## config.mk

```make
export PLATFORM = sky130hd
export DESIGN_NAME = sb_pwm_subsystem
export DESIGN_NICKNAME = d
export VERILOG_FILES = /design/src/design/sb_pkg.sv /design/src/design/sb_pwm_subsystem.sv /design/src/design/pwm_generator.sv /design/src/design/sb_register_bank.sv /design/src/design/sb_interconnect_m2_s1.sv
export VERILOG_INCLUDE_DIRS = /design/src /design/src/design
export SDC_FILE = /design/constraint.sdc
export NUM_CORES = 1
export LEC_CHECK = 0
export ABC_CLOCK_PERIOD_IN_PS = 6400
export BUFFER_PORTS_ARGS = -buffer_cell sky130_fd_sc_hd__buf_2
export CAP_MARGIN = 15
export CELL_PAD_IN_SITES_DETAIL_PLACEMENT = 1
export CELL_PAD_IN_SITES_GLOBAL_PLACEMENT = 2
export CORE_MARGIN = 1.5
export CORE_UTILIZATION = 37
export DETAILED_ROUTE_END_ITERATION = 12
export GPL_TIMING_DRIVEN = 0
export HOLD_SLACK_MARGIN = 0.05
export PLACE_DENSITY_LB_ADDON = 0.12
export SLEW_MARGIN = 10
export SYNTH_ARGS = -nofsm -noshare
export SYNTH_HDL_FRONTEND = slang
export SYNTH_SLANG_ARGS = --single-unit
```

## constraint.sdc

```tcl
create_clock -name clock -period 6.4 [get_ports clock]
set_input_delay 1.28 -clock clock [delete_from_list [all_inputs] [get_ports clock]]
set_output_delay 1.28 -clock clock [all_outputs]
set_load 0.01 [all_outputs]
```

## src/design/sb_defines.svh

```systemverilog
// Simple bus PWM constants
`ifndef SB_DEFINES_SVH
`define SB_DEFINES_SVH

// Bus address width in bits
`define SB_ADDR_WIDTH 32

// Bus data width in bits
`define SB_DATA_WIDTH 32

// Width of the PWM period counter and of the period and duty settings
`define PWM_COUNT_WIDTH 16

// Default slave window, the base is included and the end is excluded
`define SB_SLAVE_LOW 32'h4000_0000
`define SB_SLAVE_HIGH 32'h4000_0010

// The register index comes from these address bits, so registers sit on word boundaries
`define REG_INDEX_MSB 3
`define REG_INDEX_LSB 2

// Word indices of the four registers in the bank
`define REG_CTRL 2'd0
`define REG_PERIOD 2'd1
`define REG_DUTY 2'd2
`define REG_SCRATCH 2'd3

// Bit of the control register that enables the generator
`define CTRL_ENABLE_BIT 0

`endif
```

## src/design/sb_pkg.sv

```systemverilog
// Simple bus and PWM types
`include "sb_defines.svh"

package sb_pkg;

    // Byte address on the simple bus
    typedef logic [`SB_ADDR_WIDTH-1:0] sb_addr_t;

    // One bus data word
    typedef logic [`SB_DATA_WIDTH-1:0] sb_data_t;

    // Value of the PWM counter, also used for period and duty
    typedef logic [`PWM_COUNT_WIDTH-1:0] pwm_count_t;

    // Request from a master
    // Strobes are single-cycle pulses and never high together
    typedef struct packed {
        sb_addr_t address;
        logic     read_strobe;
        logic     write_strobe;
        sb_data_t write_data;
    } sb_request_t;

    // Response from the slave
    // Read data is valid in the same cycle as the ready pulse
    typedef struct packed {
        sb_data_t read_data;
        logic     ready;
    } sb_response_t;

    // Settings handed from the register bank to the generator
    typedef struct packed {
        logic       enable;
        pwm_count_t period;
        pwm_count_t duty;
    } pwm_config_t;

endpackage

```

## src/design/sb_pwm_subsystem.sv

```systemverilog
// Bus attached PWM subsystem
`timescale 1ns/100ps
`include "sb_defines.svh"

module sb_pwm_subsystem (
    input  logic                 clock,
    input  logic                 rst_n,
    input  sb_pkg::sb_request_t  master_1_request,
    input  sb_pkg::sb_request_t  master_2_request,
    output sb_pkg::sb_response_t master_1_response,
    output sb_pkg::sb_response_t master_2_response,
    output logic                 pwm_out,
    output logic                 cycle_start
);

    import sb_pkg::*;

    // Request leaving the interconnect toward the register bank
    sb_request_t  slave_request;

    // Response from the register bank, broadcast to both masters
    sb_response_t slave_response;

    // Live settings from the register bank
    pwm_config_t  pwm_config;

    // Two pipeline stages of master selection and window check
    sb_interconnect_m2_s1 #(
        .slave_low  (`SB_SLAVE_LOW),
        .slave_high (`SB_SLAVE_HIGH)
    ) u_interconnect (
        .clock             (clock),
        .rst_n             (rst_n),
        .master_1_request  (master_1_request),
        .master_2_request  (master_2_request),
        .master_1_response (master_1_response),
        .master_2_response (master_2_response),
        .slave_request     (slave_request),
        .slave_response    (slave_response)
    );

    // One more cycle to ready, giving three cycles from strobe to response
    sb_register_bank u_register_bank (
        .clock      (clock),
        .rst_n      (rst_n),
        .request    (slave_request),
        .response   (slave_response),
        .pwm_config (pwm_config)
    );

    // New settings are picked up at period boundaries only
    pwm_generator u_pwm_generator (
        .clock       (clock),
        .rst_n       (rst_n),
        .pwm_config  (pwm_config),
        .pwm_out     (pwm_out),
        .cycle_start (cycle_start)
    );

endmodule

```

## src/design/pwm_generator.sv

```systemverilog
// Single channel PWM generator
`timescale 1ns/100ps

module pwm_generator (
    input  logic                clock,
    input  logic                rst_n,
    input  sb_pkg::pwm_config_t pwm_config,
    output logic                pwm_out,
    output logic                cycle_start
);

    import sb_pkg::*;

    // Counter runs from zero to the shadow period minus one
    pwm_count_t counter;

    // Settings in use for the current period
    pwm_count_t shadow_period;
    pwm_count_t shadow_duty;

    // Counting needs the enable bit and a nonzero period
    logic       running;

    // Last count of the current period
    logic       wrap;

    assign running = pwm_config.enable && (shadow_period != '0);
    assign wrap = (counter == pwm_count_t'(shadow_period - 1'b1));

    // Shadows follow the live settings while stopped and are sampled again at each wrap
    // A period that becomes zero at a wrap stops the generator from the next cycle
    always_ff @(posedge clock) begin
        if (!rst_n) begin
            counter <= '0;
            shadow_period <= '0;
            shadow_duty <= '0;
        end else if (!running || wrap) begin
            counter <= '0;
            shadow_period <= pwm_config.period;
            shadow_duty <= pwm_config.duty;
        end else begin
            counter <= counter + 1'b1;
        end
    end

    // Outputs are registered, so they trail the counter by one cycle
    // A duty at or above the period keeps the output high for the whole period
    always_ff @(posedge clock) begin
        if (!rst_n) begin
            pwm_out <= 1'b0;
            cycle_start <= 1'b0;
        end else begin
            pwm_out <= running && (counter < shadow_duty);
            cycle_start <= running && (counter == '0);
        end
    end

endmodule

```

## src/design/sb_register_bank.sv

```systemverilog
// PWM register bank slave
`timescale 1ns/100ps
`include "sb_defines.svh"

module sb_register_bank (
    input  logic                 clock,
    input  logic                 rst_n,
    input  sb_pkg::sb_request_t  request,
    output sb_pkg::sb_response_t response,
    output sb_pkg::pwm_config_t  pwm_config
);

    import sb_pkg::*;

    // Word index of the addressed register
    logic [1:0] reg_index;

    // Control word, bit 0 enables the generator and the rest is free storage
    sb_data_t   ctrl_reg;

    // Only the counter width is stored for period and duty
    pwm_count_t period_reg;
    pwm_count_t duty_reg;

    // General purpose word with no effect on the hardware
    sb_data_t   scratch_reg;

    // Read value of the addressed register before it is registered
    sb_data_t   read_value;

    // High for either kind of access
    logic       access;

    // The interconnect already checked the window, so only the index bits matter
    assign reg_index = request.address[`REG_INDEX_MSB:`REG_INDEX_LSB];
    assign access = request.read_strobe | request.write_strobe;

    // Register writes take effect at the edge that samples the strobe
    always_ff @(posedge clock) begin
        if (!rst_n) begin
            ctrl_reg <= '0;
            period_reg <= '0;
            duty_reg <= '0;
            scratch_reg <= '0;
        end else if (request.write_strobe) begin
            case (reg_index)
                `REG_CTRL: begin
                    ctrl_reg <= request.write_data;
                end
                `REG_PERIOD: begin
                    // Upper bits of the word are dropped here
                    period_reg <= pwm_count_t'(request.write_data);
                end
                `REG_DUTY: begin
                    duty_reg <= pwm_count_t'(request.write_data);
                end
                `REG_SCRATCH: begin
                    scratch_reg <= request.write_data;
                end
            endcase
        end
    end

    // Period and duty are zero extended, so their upper bits read as zero
    always_comb begin
        case (reg_index)
            `REG_CTRL: read_value = ctrl_reg;
            `REG_PERIOD: read_value = sb_data_t'(period_reg);
            `REG_DUTY: read_value = sb_data_t'(duty_reg);
            `REG_SCRATCH: read_value = scratch_reg;
        endcase
    end

    // Ready pulses one cycle after any strobe
    // Read data is only driven for reads and is zero otherwise
    always_ff @(posedge clock) begin
        if (!rst_n) begin
            response <= '0;
        end else begin
            response.ready <= access;
            if (request.read_strobe) begin
                response.read_data <= read_value;
            end else begin
                response.read_data <= '0;
            end
        end
    end

    // Live settings go straight to the generator
    // The generator's shadow registers decide when they are used
    assign pwm_config.enable = ctrl_reg[`CTRL_ENABLE_BIT];
    assign pwm_config.period = period_reg;
    assign pwm_config.duty = duty_reg;

endmodule

```

## src/design/sb_interconnect_m2_s1.sv

```systemverilog
// Two-master simple bus interconnect
`timescale 1ns/100ps
`include "sb_defines.svh"

module sb_interconnect_m2_s1 #(
    parameter sb_pkg::sb_addr_t slave_low = `SB_SLAVE_LOW,
    parameter sb_pkg::sb_addr_t slave_high = `SB_SLAVE_HIGH
) (
    input  logic                 clock,
    input  logic                 rst_n,
    input  sb_pkg::sb_request_t  master_1_request,
    input  sb_pkg::sb_request_t  master_2_request,
    output sb_pkg::sb_response_t master_1_response,
    output sb_pkg::sb_response_t master_2_response,
    output sb_pkg::sb_request_t  slave_request,
    input  sb_pkg::sb_response_t slave_response
);

    import sb_pkg::*;

    // A master is active in any cycle where it raises one of its strobes
    logic        master_1_active;
    logic        master_2_active;

    // Request chosen by the priority logic, before it is registered
    sb_request_t selected_next;

    // First pipeline stage holding the winning request
    sb_request_t selected_request;

    // High when the held request targets the slave window
    logic        in_window;

    assign master_1_active = master_1_request.read_strobe | master_1_request.write_strobe;
    assign master_2_active = master_2_request.read_strobe | master_2_request.write_strobe;

    // Master 1 has fixed priority
    // A master 2 request in the same cycle is lost and never retried
    always_comb begin
        if (master_1_active) begin
            selected_next = master_1_request;
        end else if (master_2_active) begin
            selected_next = master_2_request;
        end else begin
            selected_next = '0;
        end
    end

    // An idle cycle loads zeros so that no stale strobe survives
    always_ff @(posedge clock) begin
        if (!rst_n) begin
            selected_request <= '0;
        end else begin
            selected_request <= selected_next;
        end
    end

    // Base is inclusive and end is exclusive
    assign in_window = (selected_request.address >= slave_low) &&
                       (selected_request.address < slave_high);

    // Second stage passes the request on only inside the window
    // Outside the window the slave sees an idle request with every field zero
    always_ff @(posedge clock) begin
        if (!rst_n) begin
            slave_request <= '0;
        end else if (in_window) begin
            slave_request <= selected_request;
        end else begin
            slave_request <= '0;
        end
    end

    // Both masters see the same response
    // A master that did not win simply ignores the ready pulse
    assign master_1_response = slave_response;
    assign master_2_response = slave_response;

endmodule

```

=== Word level (Yosys, flattened, before mapping) ===
Cells that the tools add are included.

* Bits of input ports: 134
* Output and inout bits: 68
* Word-level logic and storage cells: 51
* Register bits after elaboration: 283

* Multiplexer cells: 3
* Add/sub/neg operators: 2
* $lt $le $gt $ge: 3
* Equality and inequality tests: 4
* Reductions and logical operators: 16
* Bitwise operators: 4

{| class="wikitable"
|+ Operators by type and width
! operator !! count
|-
| $mux W66 || 2
|-
| $pmux W32 S4 || 1
|-
| $ge A32 B31 Y1 const B || 1
|-
| $lt A32 B31 Y1 const B || 1
|-
| $add A16 B1 Y16 const B || 1
|-
| $eq A16 B16 Y1 || 1
|-
| $logic_not A16 Y1 || 1
|-
| $lt A16 B16 Y1 || 1
|-
| $reduce_bool A16 Y1 || 1
|-
| $sub A16 B1 Y16 const B || 1
|-
| $reduce_and A2 Y1 || 6
|-
| $eq A2 B2 Y1 const B || 2
|-
| $logic_and A1 B1 Y1 || 4
|-
| $or A1 B1 Y1 || 3
|-
| $eq A2 B1 Y1 const B || 1
|-
| $logic_not A2 Y1 || 1
|-
| $reduce_or A2 Y1 || 1
|-
| $logic_not A1 Y1 || 1
|-
| $logic_or A1 B1 Y1 || 1
|-
| $not A1 Y1 || 1
|}

=== Depth between registers and ports, before layout ===
Gate-level depths: netlist of run 1.

* Depth in word-level cells: 5
* Mapped depth: 11
* Mapped depth without buffers: 9

=== Cells and area by module ===
A second synthesis of run 1 with hierarchy kept.

* Cell total of the unflattened synthesis: 1,386
* Area total of the unflattened synthesis: 13,012.5 sq um

{| class="wikitable"
|+ Modules (own cells, without submodules)
! module !! area an instance (sq um) !! seq. area each (sq um) !! cells an instance !! times used
|-
| sb_register_bank || 5,053.6 || 2,582.5 || 498 || 1
|-
| sb_interconnect_m2_s1 || 4,948.5 || 2,642.5 || 528 || 1
|-
| pwm_generator || 3,010.4 || 1,001.0 || 360 || 1
|}

=== Worst setup path after synthesis of run 1 ===
No wires, ideal clock.

* Path type: input port to flip-flop
* From: in master_1_request[32] in the netlist's numbering
* To: reg u_interconnect.selected_request[0] in the netlist's numbering
* Buffers on the path: 1
* Stages on the path: 5
* Setup time: 65 ps
* Path slack: 3,973 ps
* Data required time: 6,335 ps
* Data arrival time: 2,362 ps
* Path through: or2_2 -> nor2_1 -> clkbuf_1 -> a22oi_1 -> nor2b_1

* Cells in the longest elaborated chain, start to end: 2

{| class="wikitable"
|+ RTL lines
! element !! line !! source
|-
| from (decl) || sb_pwm_subsystem.sv:8 || <nowiki>input sb_pkg::sb_request_t master_1_request,</nowiki>
|-
| $or A1 B1 Y1 || sb_interconnect_m2_s1.sv:34 || <nowiki>assign master_1_active = master_1_request.read_strobe | master_1_request.write_strobe;</nowiki>
|-
| $mux W66 || sb_interconnect_m2_s1.sv:40 || <nowiki>if (master_1_active) begin</nowiki>
|-
| to (signal assigned) || sb_interconnect_m2_s1.sv:54 || <nowiki>selected_request <= selected_next;</nowiki>
|-
| to (decl) || sb_interconnect_m2_s1.sv:29 || <nowiki>sb_request_t selected_request;</nowiki>
|}

No other way between the ends.
A chain may end at the register's enable or synchronous reset.

=== Final worst setup path of run 1 ===
* From: reg u_pwm_generator.shadow_period[0]
* To: reg u_pwm_generator.counter[5]

* Cells in the longest elaborated chain, start to end: 5
* Elaborated cells between the ends (all ways): 7
* Classes of those cells: 1 x add/sub; 1 x eq/ne; 5 x reduce/logical

{| class="wikitable"
|+ RTL lines
! element !! line !! source
|-
| from (decl) || pwm_generator.sv:18 || <nowiki>pwm_count_t shadow_period;</nowiki>
|-
| from (signal assigned) || pwm_generator.sv:39 || <nowiki>shadow_period <= pwm_config.period;</nowiki>
|-
| parallel branches: the longest is 3 deep, another holds $sub A16 B1 Y16 || -- ||
|-
| $logic_or A1 B1 Y1 * || pwm_generator.sv:37 || <nowiki>end else if (!running || wrap) begin</nowiki>
|-
| $reduce_or A2 Y1 (no line) * || -- ||
|-
| to (signal assigned) || pwm_generator.sv:42 || <nowiki>counter <= counter + 1'b1;</nowiki>
|-
| to (decl) || pwm_generator.sv:15 || <nowiki>pwm_count_t counter;</nowiki>
|}

Mark *: on every way between the ends.

==> results of run 1 <==
[synth_stat cells, drive strengths merged (2+ instances only)]
library cell and n:
nand3 8, a21oi 11, and4 3, inv 22
a211oi 2, o21ai 3, dfxtp 279, mux2i 32
xor2 12, or4 3, or2 2, nor3 7
a21boi 96, nand4 8, o2111ai 2, mux4 16
xnor2 24, and3 3, nor4b 3, nor2 47
a22oi 78, a21o 8, nand2b 2, buf 51
ha 18, o21a 5, or3 2, or3b 2
nor3b 2, and2 37, o22ai 2, clkbuf 67
nand2 267, nor4 13, nor2b 80, a31oi 2
[logic make-up (layout without fill, tap and decap cells)]
logic type	Yosys count	after routing	synth area share
AND/OR/NAND/NOR	492	492	0.2053
flip-flops	279	279	0.4846
AO/OA/AOI/OAI	215	215	0.1396
buffers and inverters	140	395	0.06459
multiplexers	48	48	0.05905
XOR/XNOR	36	36	0.02736
adder cells (fa/ha/maj)	18	18	0.01954
[power by group through the flow]
stage | registers, mW | clock network, mW | logic, mW
finish | 1.77 | 1.82 | 0.142
detailed placement | 1.81 | 0 | 0.145
global placement | 1.81 | 0 | 0.143
global route | 1.77 | 1.94 | 0.160
floorplan | 1.81 | 0 | 0.0756
CTS | 1.77 | 1.87 | 0.145
[area by class of cell]
class	count	area, µm²
plain buffers	118	661.9
clock buffers	42	887.1
clock inverters	16	178.9
fillers	3615	16520
inverters	22	82.58
multi-input cells	809	5196
flip-flops and latches	279	5585
well taps	396	495.5
repair buffers	197	985.9
[metal layers]
metal	GRT usage	routed length [µm]	part of all wire	vias to the layer above
met1	0.2673	15110	0.48	4296
li1	-	-	-	4565
met4	0.04733	693	0.022	0
met2	0.3302	14620	0.46	200
met3	0.02897	1318	0.042	50
met5	0	0	0	-
[worst paths after layout]
kind	endpoint	slack, ns
setup / recovery	u_pwm_generator.counter[5]$_SDFF_PP0_	3.68
hold / removal	u_interconnect.slave_request[10]$_SDFF_PN0_	0.42
setup reg to reg	u_pwm_generator.counter[5]$_SDFF_PP0_	3.68
hold reg to reg	u_interconnect.slave_request[10]$_SDFF_PN0_	0.42
[critical path: stages (launching register included)]
cell                        delay, ns
sky130_fd_sc_hd__dfxtp_1         0.36
sky130_fd_sc_hd__inv_1           0.08
sky130_fd_sc_hd__ha_1            0.23
sky130_fd_sc_hd__nor3b_2         0.42
sky130_fd_sc_hd__a21oi_1         0.12
sky130_fd_sc_hd__a31oi_1         0.22
sky130_fd_sc_hd__and4_4          0.25
sky130_fd_sc_hd__o2111ai_2       0.15
sky130_fd_sc_hd__o21bai_2        0.38
sky130_fd_sc_hd__buf_2           0.30
sky130_fd_sc_hd__nor2_1          0.08
[metrics by stage]
stage,hold WS (ns),setup slack (ns),util
2_1_floorplan,0.4057,3.973,-
3_3_place_gp,0.4092,3.244,0.4252
3_5_place_dp,0.4138,3.225,0.4252
4_1_cts,0.4274,3.602,0.4601
5_1_grt,0.4379,3.423,0.4601
6_report,0.4225,3.684,0.4601
[cells in the final DEF, fill, tap and decap left out, drive strengths merged, types with 5 or more instances in the layout]
master	synthesis	routed
dfxtp	279	279
nand2	267	267
buf	51	248
clkbuf	67	109
a21boi	96	96
nor2b	80	80
a22oi	78	78
nor2	47	47
and2	37	37
mux2i	32	32
xnor2	24	24
inv	22	23
ha	18	18
mux4	16	16
nor4	13	13
xor2	12	12
a21oi	11	11
clkinv	0	10
nand4	8	8
nand3	8	8
a21o	8	8
nor3	7	7
o21a	5	5
==> reports/results.txt, run 1 <==
Power comes to 3.733 mW. For the sequential element share of the synthesized area, the log shows 0.4846. In this run the vertical extent of the chip is 179.5 µm. The run gives 0 as the antenna diode instance count. The biggest area contributor in the post-synthesis netlist is sky130_fd_sc_hd__dfxtp_1. By startpoint and endpoint, the worst setup path is classified as flip-flop to flip-flop. The flow ran to the end, and the final reports show no timing, DRC or antenna violations. The logs give 0.2109 mV for the worst IR drop on VDD and 0.3681 GHz for the highest clock frequency the design can meet. The post-route DRC violation count came out at 0.

CTS placed an instance of sky130_fd_sc_hd__clkbuf_16 at the clock tree root. The count of nets left with antenna violations once routing finished came out at 0. The die is 179.5 µm wide. For the number of library cell types mapped by synthesis, the log shows 59. The flip-flop cell with the highest count after synthesis was sky130_fd_sc_hd__dfxtp_1. Once detailed placement completed, the half-perimeter wirelength came to 24050 µm. The logs give 51720 µm for the first-pass GRT wire length and 0 for the total of max-cap violations. The clock tree buffer depth is 3, and the fraction of final layout cells with drive strength greater than 1 is 0.2252. The run gives 3.16 ns as the signal arrival time at the worst endpoint. The largest registers in the layout are u_interconnect.selected_request: 64 flops, u_interconnect.slave_request: 36 flops, u_register_bank.response: 33 flops.

The final-report setup violation count came out at 0. Clock latency on the worst-skew pair, taken at its later pin, is 0.57 ns. For this design the total switching power over the nets is 0.8055 mW.

TritonCTS created 31 clock buffers. The weighted congestion reported at the end of routability-driven placement was 0.8007; the number of hold buffers added after cts was 0. Setup repair after global routing left no endpoint under its margin. For this block, the via count after detailed routing is 9111.

STA puts the critical path data required time at 6.84 ns. The first detailed-routing pass took 4 iterations. During I/O placement, the number of pins put on the boundary was 202. For the floorplan die area, the log shows 0.03222 mm². For the gate count of the mapped netlist, the log shows 1228.

In the final timing run, aggregate negative setup slack is 0 ns. Entering global routing, the biggest net connects 17 pins. The number of nets in the finished design was 1610; the initial core utilization was 0.3768. The hold-critical path depth came out at 1. Growth of design area from synthesis to finish: 22.10%. The total wirelength of the detailed-routed design was 31740 µm. The final critical-path share of the clock period came out at 0.4244.

Sorting the synthesized cells by area gives the leading types as sky130_fd_sc_hd__dfxtp_1 48%, sky130_fd_sc_hd__nand2_1 8.7%, sky130_fd_sc_hd__a21boi_0 6.3%. The path class of the tightest hold or removal check is flip-flop to flip-flop. The fraction of synthesized cell area taken by the top area cell type is 0.4846, and the aggregate global-route resource usage is 0.1972. For the via count of the first global-routing pass, the log shows 9618. The critical path starts at u_pwm_generator.shadow_period[0]$_SDFFE_PN0P_. The initial antenna violation count was 1; the power per cell area was 265.3 mW/mm². The maximum fanout encountered on the critical timing path is 10. The register bit count reported by yosys came out at 279. For this run the aggregate overflow at the end of global routing stands at 0. Yosys printed 0 warnings. The core box area was 0.03059 mm². The register with the most flip-flops in the layout has 64 of them.

For the pin with the worst max-slew slack, the measured transition is 1.059 ns. The tools report the share of total power in sequential cells as 0.474. Clock network fraction of total power: 0.488.

The logs give 324 for the first-iteration detailed-routing DRC count and 0 for the number of max-slew violations in the final report. The H-tree depth is 1. The proportion of synthesized flip-flops having asynchronous set or reset is 0. The cell-internal power came out at 2.928 mW.

The logs give 0.01407 mm² for the final standard cell area without fillers and 64 for the number of cell rows. The relative contribution of combinational cells to total power came out at 0.038. Dividing the detail-routed wire length by the instance count gives 16.89 µm.

The tools report the post-route non-filler standard cell count as 1879. Dividing the detail-routed via count by the number of cells gives 4.849. Register bank with the most flops: u_interconnect.selected_request. The tools report the hold path startpoint as u_interconnect.selected_request[10]$_SDFF_PN0_. After clock tree synthesis, the setup repair step added 0 buffers. Kind of launch point of the worst setup path: a flip-flop. The analysis attributes to cell leakage a power of 5.398 nW. The headroom to the max-slew limit is 0.2926, and the number of placed instances with taps included is 1821. Once the clock tree was built, the resizer swapped 0 gates to a different size. In this run the cell area of the synthesized design comes to 0.01153 mm².

In this run the tool buffered the top-level ports with 197 buffer cells. The switching part of the total works out to 0.2158. Number of cell instances on the worst register-to-register path: 10.

Synthesis produced a netlist with a net count of 1380. TritonCTS built the clock tree. The register clock-pin slew on the reported worst setup and hold paths was 0.06 ns.

The origin of the critical flop-to-flop path was u_pwm_generator.shadow_period[0]$_SDFFE_PN0P_. After layout, the minimum clock period comes to 2.716 ns. Worst clock skew: 0.01124 ns. The per-instance average area after synthesis is 9.386 µm², and the number of sinks on the clock net is 279. Counting flops with a built-in enable in the synthesized netlist gives 0. In this run the cell area measured after placement is 0.01301 mm². STA classifies the critical path endpoint as a flip-flop. The tools report the final hold violation count as 0.
No activity file was read; power rests on OpenSTA's default activity.
==> run 2, diff against run 1 <==
- ABC_CLOCK_PERIOD_IN_PS: 6400 -> 2500
- CORE_UTILIZATION: 37 -> 34
- clock period: 6.4 -> 2.5 ns (I/O delays scaled with it)
==> run 2 against run 1 <==
  * Die area rose by 8.7%
  * Global-route usage fell by 1.2 points
  * Non-clock buffer count rose by 13
  * Total power rose to 2.5 times the previous value
  * Fmax rose by 9.1%
  * Final area rose by 2.1%
  * Final cell count rose by 3.4%
==> reports/results.txt, run 2 (synthesis results as in run 1) <==
The tools report the critical path required time as 2.93 ns (was 6.84 ns). The via count of the first global-routing pass came out at 9443 (was 9618). The run gives 0.1910 ns (was 0.4225 ns) as the worst-case hold slack.

The die width is 187.1 µm (was 179.5 µm). Counting stages on the worst path, the most repeated cell is sky130_fd_sc_hd__buf_6. Power per cell area: 659.5 mW/mm² (was 265.3 mW/mm²). The share of total power in sequential cells is 0.479 (was 0.474), and the cell-internal power is 7.481 mW (was 2.928 mW).

The post-route DRC violation count is 0 (unchanged), and the number of cell instances on the worst register-to-register path is 11 (was 10). TritonCTS built the clock tree. For the number of sinks on the clock net, the log shows 279 (unchanged). The total wirelength of the detailed-routed design was 32230 µm (was 31740 µm). Hold path startpoint: master_1_request[33] (was u_interconnect.selected_request[10]$_SDFF_PN0_). The vertical die dimension is 187.1 µm (was 179.5 µm).

The highest clock frequency the design can meet is 0.4016 GHz (was 0.3681 GHz). The maximum fanout encountered on the critical timing path works out to 10 (unchanged). Top Registers: u_interconnect.selected_request: 64 flops, u_interconnect.slave_request: 36 flops, u_register_bank.response: 33 flops (unchanged).

The first-iteration detailed-routing DRC count was 330 (was 324). The final hold violation count was 0 (unchanged). The tools report the antenna diode instance count as 0 (unchanged). The register clock-pin slew on the reported worst setup and hold paths is 0.06 ns (about the same), and the final standard cell area without fillers is 0.01437 mm² (was 0.01407 mm²).

The register bank with the most flops was u_interconnect.selected_request (unchanged). The run gives 0.039 (was 0.038) as the relative contribution of combinational cells to total power. The tools report the kind of launch point of the worst setup path as a flip-flop (unchanged). For the leakage power figure, the log shows 5.491 nW (was 5.398 nW). The run gives 0 (unchanged) as the number of routed nets with antenna violations.

The hold-critical path depth came out at 2 (was 1). Leading cell types in the layout, fill and taps excluded: 272 x sky130_fd_sc_hd__dfxtp_1, 267 x sky130_fd_sc_hd__nand2_1, 202 x sky130_fd_sc_hd__buf_2, 96 x sky130_fd_sc_hd__a21boi_0, 80 x sky130_fd_sc_hd__nor2b_1 (was 279 x sky130_fd_sc_hd__dfxtp_1, 267 x sky130_fd_sc_hd__nand2_1, 204 x sky130_fd_sc_hd__buf_2, 96 x sky130_fd_sc_hd__a21boi_0, 80 x sky130_fd_sc_hd__nor2b_1). The final critical-path share of the clock period is 0.9959 (was 0.4244). The core box area is 0.03345 mm² (was 0.03059 mm²), and the growth of design area from synthesis to finish is 24.65% (was 22.10%). The run finished with clean final reports. The end of the worst register-to-register path was u_pwm_generator.shadow_period[11]$_SDFFE_PN0P_ (was u_pwm_generator.counter[5]$_SDFF_PP0_). The run gives 1.994 mW (was 0.8055 mW) as the switching power. The run gives 0.483 (was 0.488) as the clock network fraction of total power. The final-report setup violation count came out at 0 (unchanged). Cell-by-cell listing of the critical path: buf_6, or4_4, buf_6, nor3_2, xnor2_1, nor2_2, o2111ai_4, o21a_1, buf_8, buf_12, mux2i_1 (was inv_1, ha_1, nor3b_2, a21oi_1, a31oi_1, and4_4, o2111ai_2, o21bai_2, buf_2, nor2_1). Most common cell after layout, fill and taps aside: sky130_fd_sc_hd__dfxtp_1 (unchanged). Type of element capturing the critical path: a flip-flop (unchanged). The iteration count of the initial detailed-routing pass is 4 (unchanged).

Fraction of final layout cells with drive strength greater than 1: 0.2390 (was 0.2252). The logs give 0.3461 (was 0.2926) for the headroom to the max-slew limit and 31 (unchanged) for the number of clock buffers inserted by TritonCTS. The tools report the sink of the worst hold path as u_interconnect.selected_request[33]$_SDFF_PN0_ (was u_interconnect.slave_request[10]$_SDFF_PN0_). The worst clock skew was 0.01659 ns (was 0.01124 ns); the initial core utilization was 0.3446 (was 0.3768). Origin of the critical flop-to-flop path: u_pwm_generator.shadow_period[4]$_SDFFE_PN0P_ (was u_pwm_generator.shadow_period[0]$_SDFFE_PN0P_). The later-pin clock latency in the skew report is 0.55 ns (was 0.57 ns), and the pin count of the biggest net entering global routing is 15 (was 17). The aggregate global routing overflow was 0 (unchanged); the aggregate global-route resource usage was 0.1848 (was 0.1972). The logs give 0.01307 mm² (was 0.01301 mm²) for the placed standard-cell area and 24360 µm (was 24050 µm) for the detailed placement HPWL. Weighted congestion reported at the end of routability-driven placement: 0.7741 (was 0.8007).

The post-route non-filler standard cell count was 1942 (was 1879). Class of the worst hold path: input pin to flip-flop (was flip-flop to flip-flop). The first-pass GRT wire length is 51850 µm (was 51720 µm). The delay contributed by the slowest stage of the critical path was 0.54 ns (was 0.42 ns); the switching part of the total was 0.2105 (was 0.2158).

The logs give 1 (unchanged) for the H-tree depth and 3 (unchanged) for the clock tree buffer depth. The flip-flop count of the largest register, all copies and words added is 64 (unchanged). The logs give 0 (was 1) for the initial antenna violation count and 0 (unchanged) for the number of max-slew violations in the final report.

The number of vias per cell works out to 4.706 (was 4.849). The tools report the setup TNS as 0 ns (unchanged). The tools report the buffer type at the clock tree root as sky130_fd_sc_hd__clkbuf_16 (unchanged). Via count: 9139 (was 9111). Setup repair after global routing could not meet its margin everywhere. Cell at the slowest stage of the critical path: sky130_fd_sc_hd__or4_4 (was sky130_fd_sc_hd__nor3b_2).

Mean routed wirelength per cell: 16.59 µm (was 16.89 µm). The measured slew at the worst slew-check pin was 0.9808 ns (was 1.059 ns). The total I/O pin count is 202 (unchanged). The minimum period implied by the final worst setup slack came out at 2.490 ns (was 2.716 ns).

The reg-to-reg setup timing slack came out at 0.01 ns (was 3.68 ns). The count of input and output buffers came out at 197 (unchanged). The run gives 0.03501 mm² (was 0.03222 mm²) as the floorplan die area. For the worst IR drop on VDD, the log shows 0.4924 mV (was 0.2109 mV).

The number of hold buffers added after cts is 0 (unchanged), and the number of cell rows is 67 (was 64). The logs give 1873 (was 1821) for the number of placed instances with taps included and 1623 (was 1610) for the number of nets in the finished design. Critical setup path kind: flip-flop to flip-flop (unchanged). The logs give 0 (unchanged) for the total of max-cap violations and 0.4295 (was 0.4601) for the core utilization of the finished layout.

The signal arrival time at the worst endpoint came out at 2.92 ns (was 3.16 ns).
-- run 2: cell types whose count changed in the layout (fill, tap and decap cells not counted), moves of 2 or more --
cell,change
sky130_fd_sc_hd__buf_2,-2
sky130_fd_sc_hd__buf_16,+2
sky130_fd_sc_hd__nor4_2,-2
sky130_fd_sc_hd__nor3b_4,+2
sky130_fd_sc_hd__dfxtp_1,-7
sky130_fd_sc_hd__clkinv_2,-5
sky130_fd_sc_hd__buf_4,+13
sky130_fd_sc_hd__clkbuf_1,+5
sky130_fd_sc_hd__dfxtp_2,+7
sky130_fd_sc_hd__nor4_4,+3
-- run 2: critical path: cells and delay by family (launching register included) --
family / cells / cell delay [ns]
AOI/OAI and AO/OA: 2 / 0.37
muxes: 1 / 0.11
buffers and inverters: 4 / 0.58
and+or+nand+nor: 3 / 0.87
xor gates and xnor gates: 1 / 0.10
DFF: 1 / 0.31
-- run 2: repair_timing --
action | CTS | global route
pin swaps | 10 | 10
gates resized for setup | 15 | 18
gates cloned | 2 | 0
endpoints found under the setup margin | 62 | 50
buffers inserted | 7 | 5
-- run 2: area by class of cell --
type / count / area, µm²
buffer: 117 / 659.4
clock buffer: 47 / 905.9
clock inverter: 9 / 125.1
fill: 3872 / 19080
inverter: 22 / 82.58
multi-input combinational: 809 / 5305
sequential: 279 / 5594
tap: 448 / 560.5
timing repair buffer: 211 / 1135
-- run 2: metrics by stage --
step	setup WS, ns	total power [mW]
global placement	-0.2883	5.001
global route	-0.07545	9.836
finish	0.01022	9.475
CTS	-0.07201	9.628
floorplan	0.07477	4.818
detailed placement	-0.2457	5.007
-- run 2: per-layer routing --
layer  vias up  share of wire  wire length, µm  GRT usage
met5         -              0                0          0
met4         0          0.012              395    0.03536
met3        36          0.043             1377    0.02477
met2       170           0.45            14640     0.3030
met1      4348           0.49            15820     0.2604
li1       4585              -                -          -
-- run 2: worst max path at each step --
stage / startpoint / endpoint / slack, ns / cells past startpoint
final: u_pwm_generator.shadow_period[4]$_SDFFE_PN0P_ / u_pwm_generator.shadow_period[11]$_SDFFE_PN0P_ / 0.01 / 11
after global routing: u_pwm_generator.shadow_period[4]$_SDFFE_PN0P_ / u_pwm_generator.shadow_duty[12]$_SDFFE_PN0P_ / -0.08 / 11
after CTS: u_pwm_generator.shadow_period[2]$_SDFFE_PN0P_ / u_pwm_generator.shadow_duty[12]$_SDFFE_PN0P_ / -0.07 / 10
after detailed placement: u_pwm_generator.shadow_period[0]$_SDFFE_PN0P_ / u_pwm_generator.counter[4]$_SDFF_PP0_ / -0.25 / 9
after global placement: u_pwm_generator.shadow_period[0]$_SDFFE_PN0P_ / u_pwm_generator.counter[4]$_SDFF_PP0_ / -0.29 / 9
after floorplan: u_pwm_generator.shadow_period[4]$_SDFFE_PN0P_ / u_pwm_generator.shadow_duty[0]$_SDFFE_PN0P_ / 0.07 / 10
-- run 2: power by group through the flow --
stage,registers [mW],clock network [mW],logic [mW]
floorplan,4.62,0,0.194
global placement,4.63,0,0.370
detailed placement,4.63,0,0.375
CTS,4.53,4.72,0.376
global route,4.54,4.89,0.411
finish,4.53,4.57,0.367
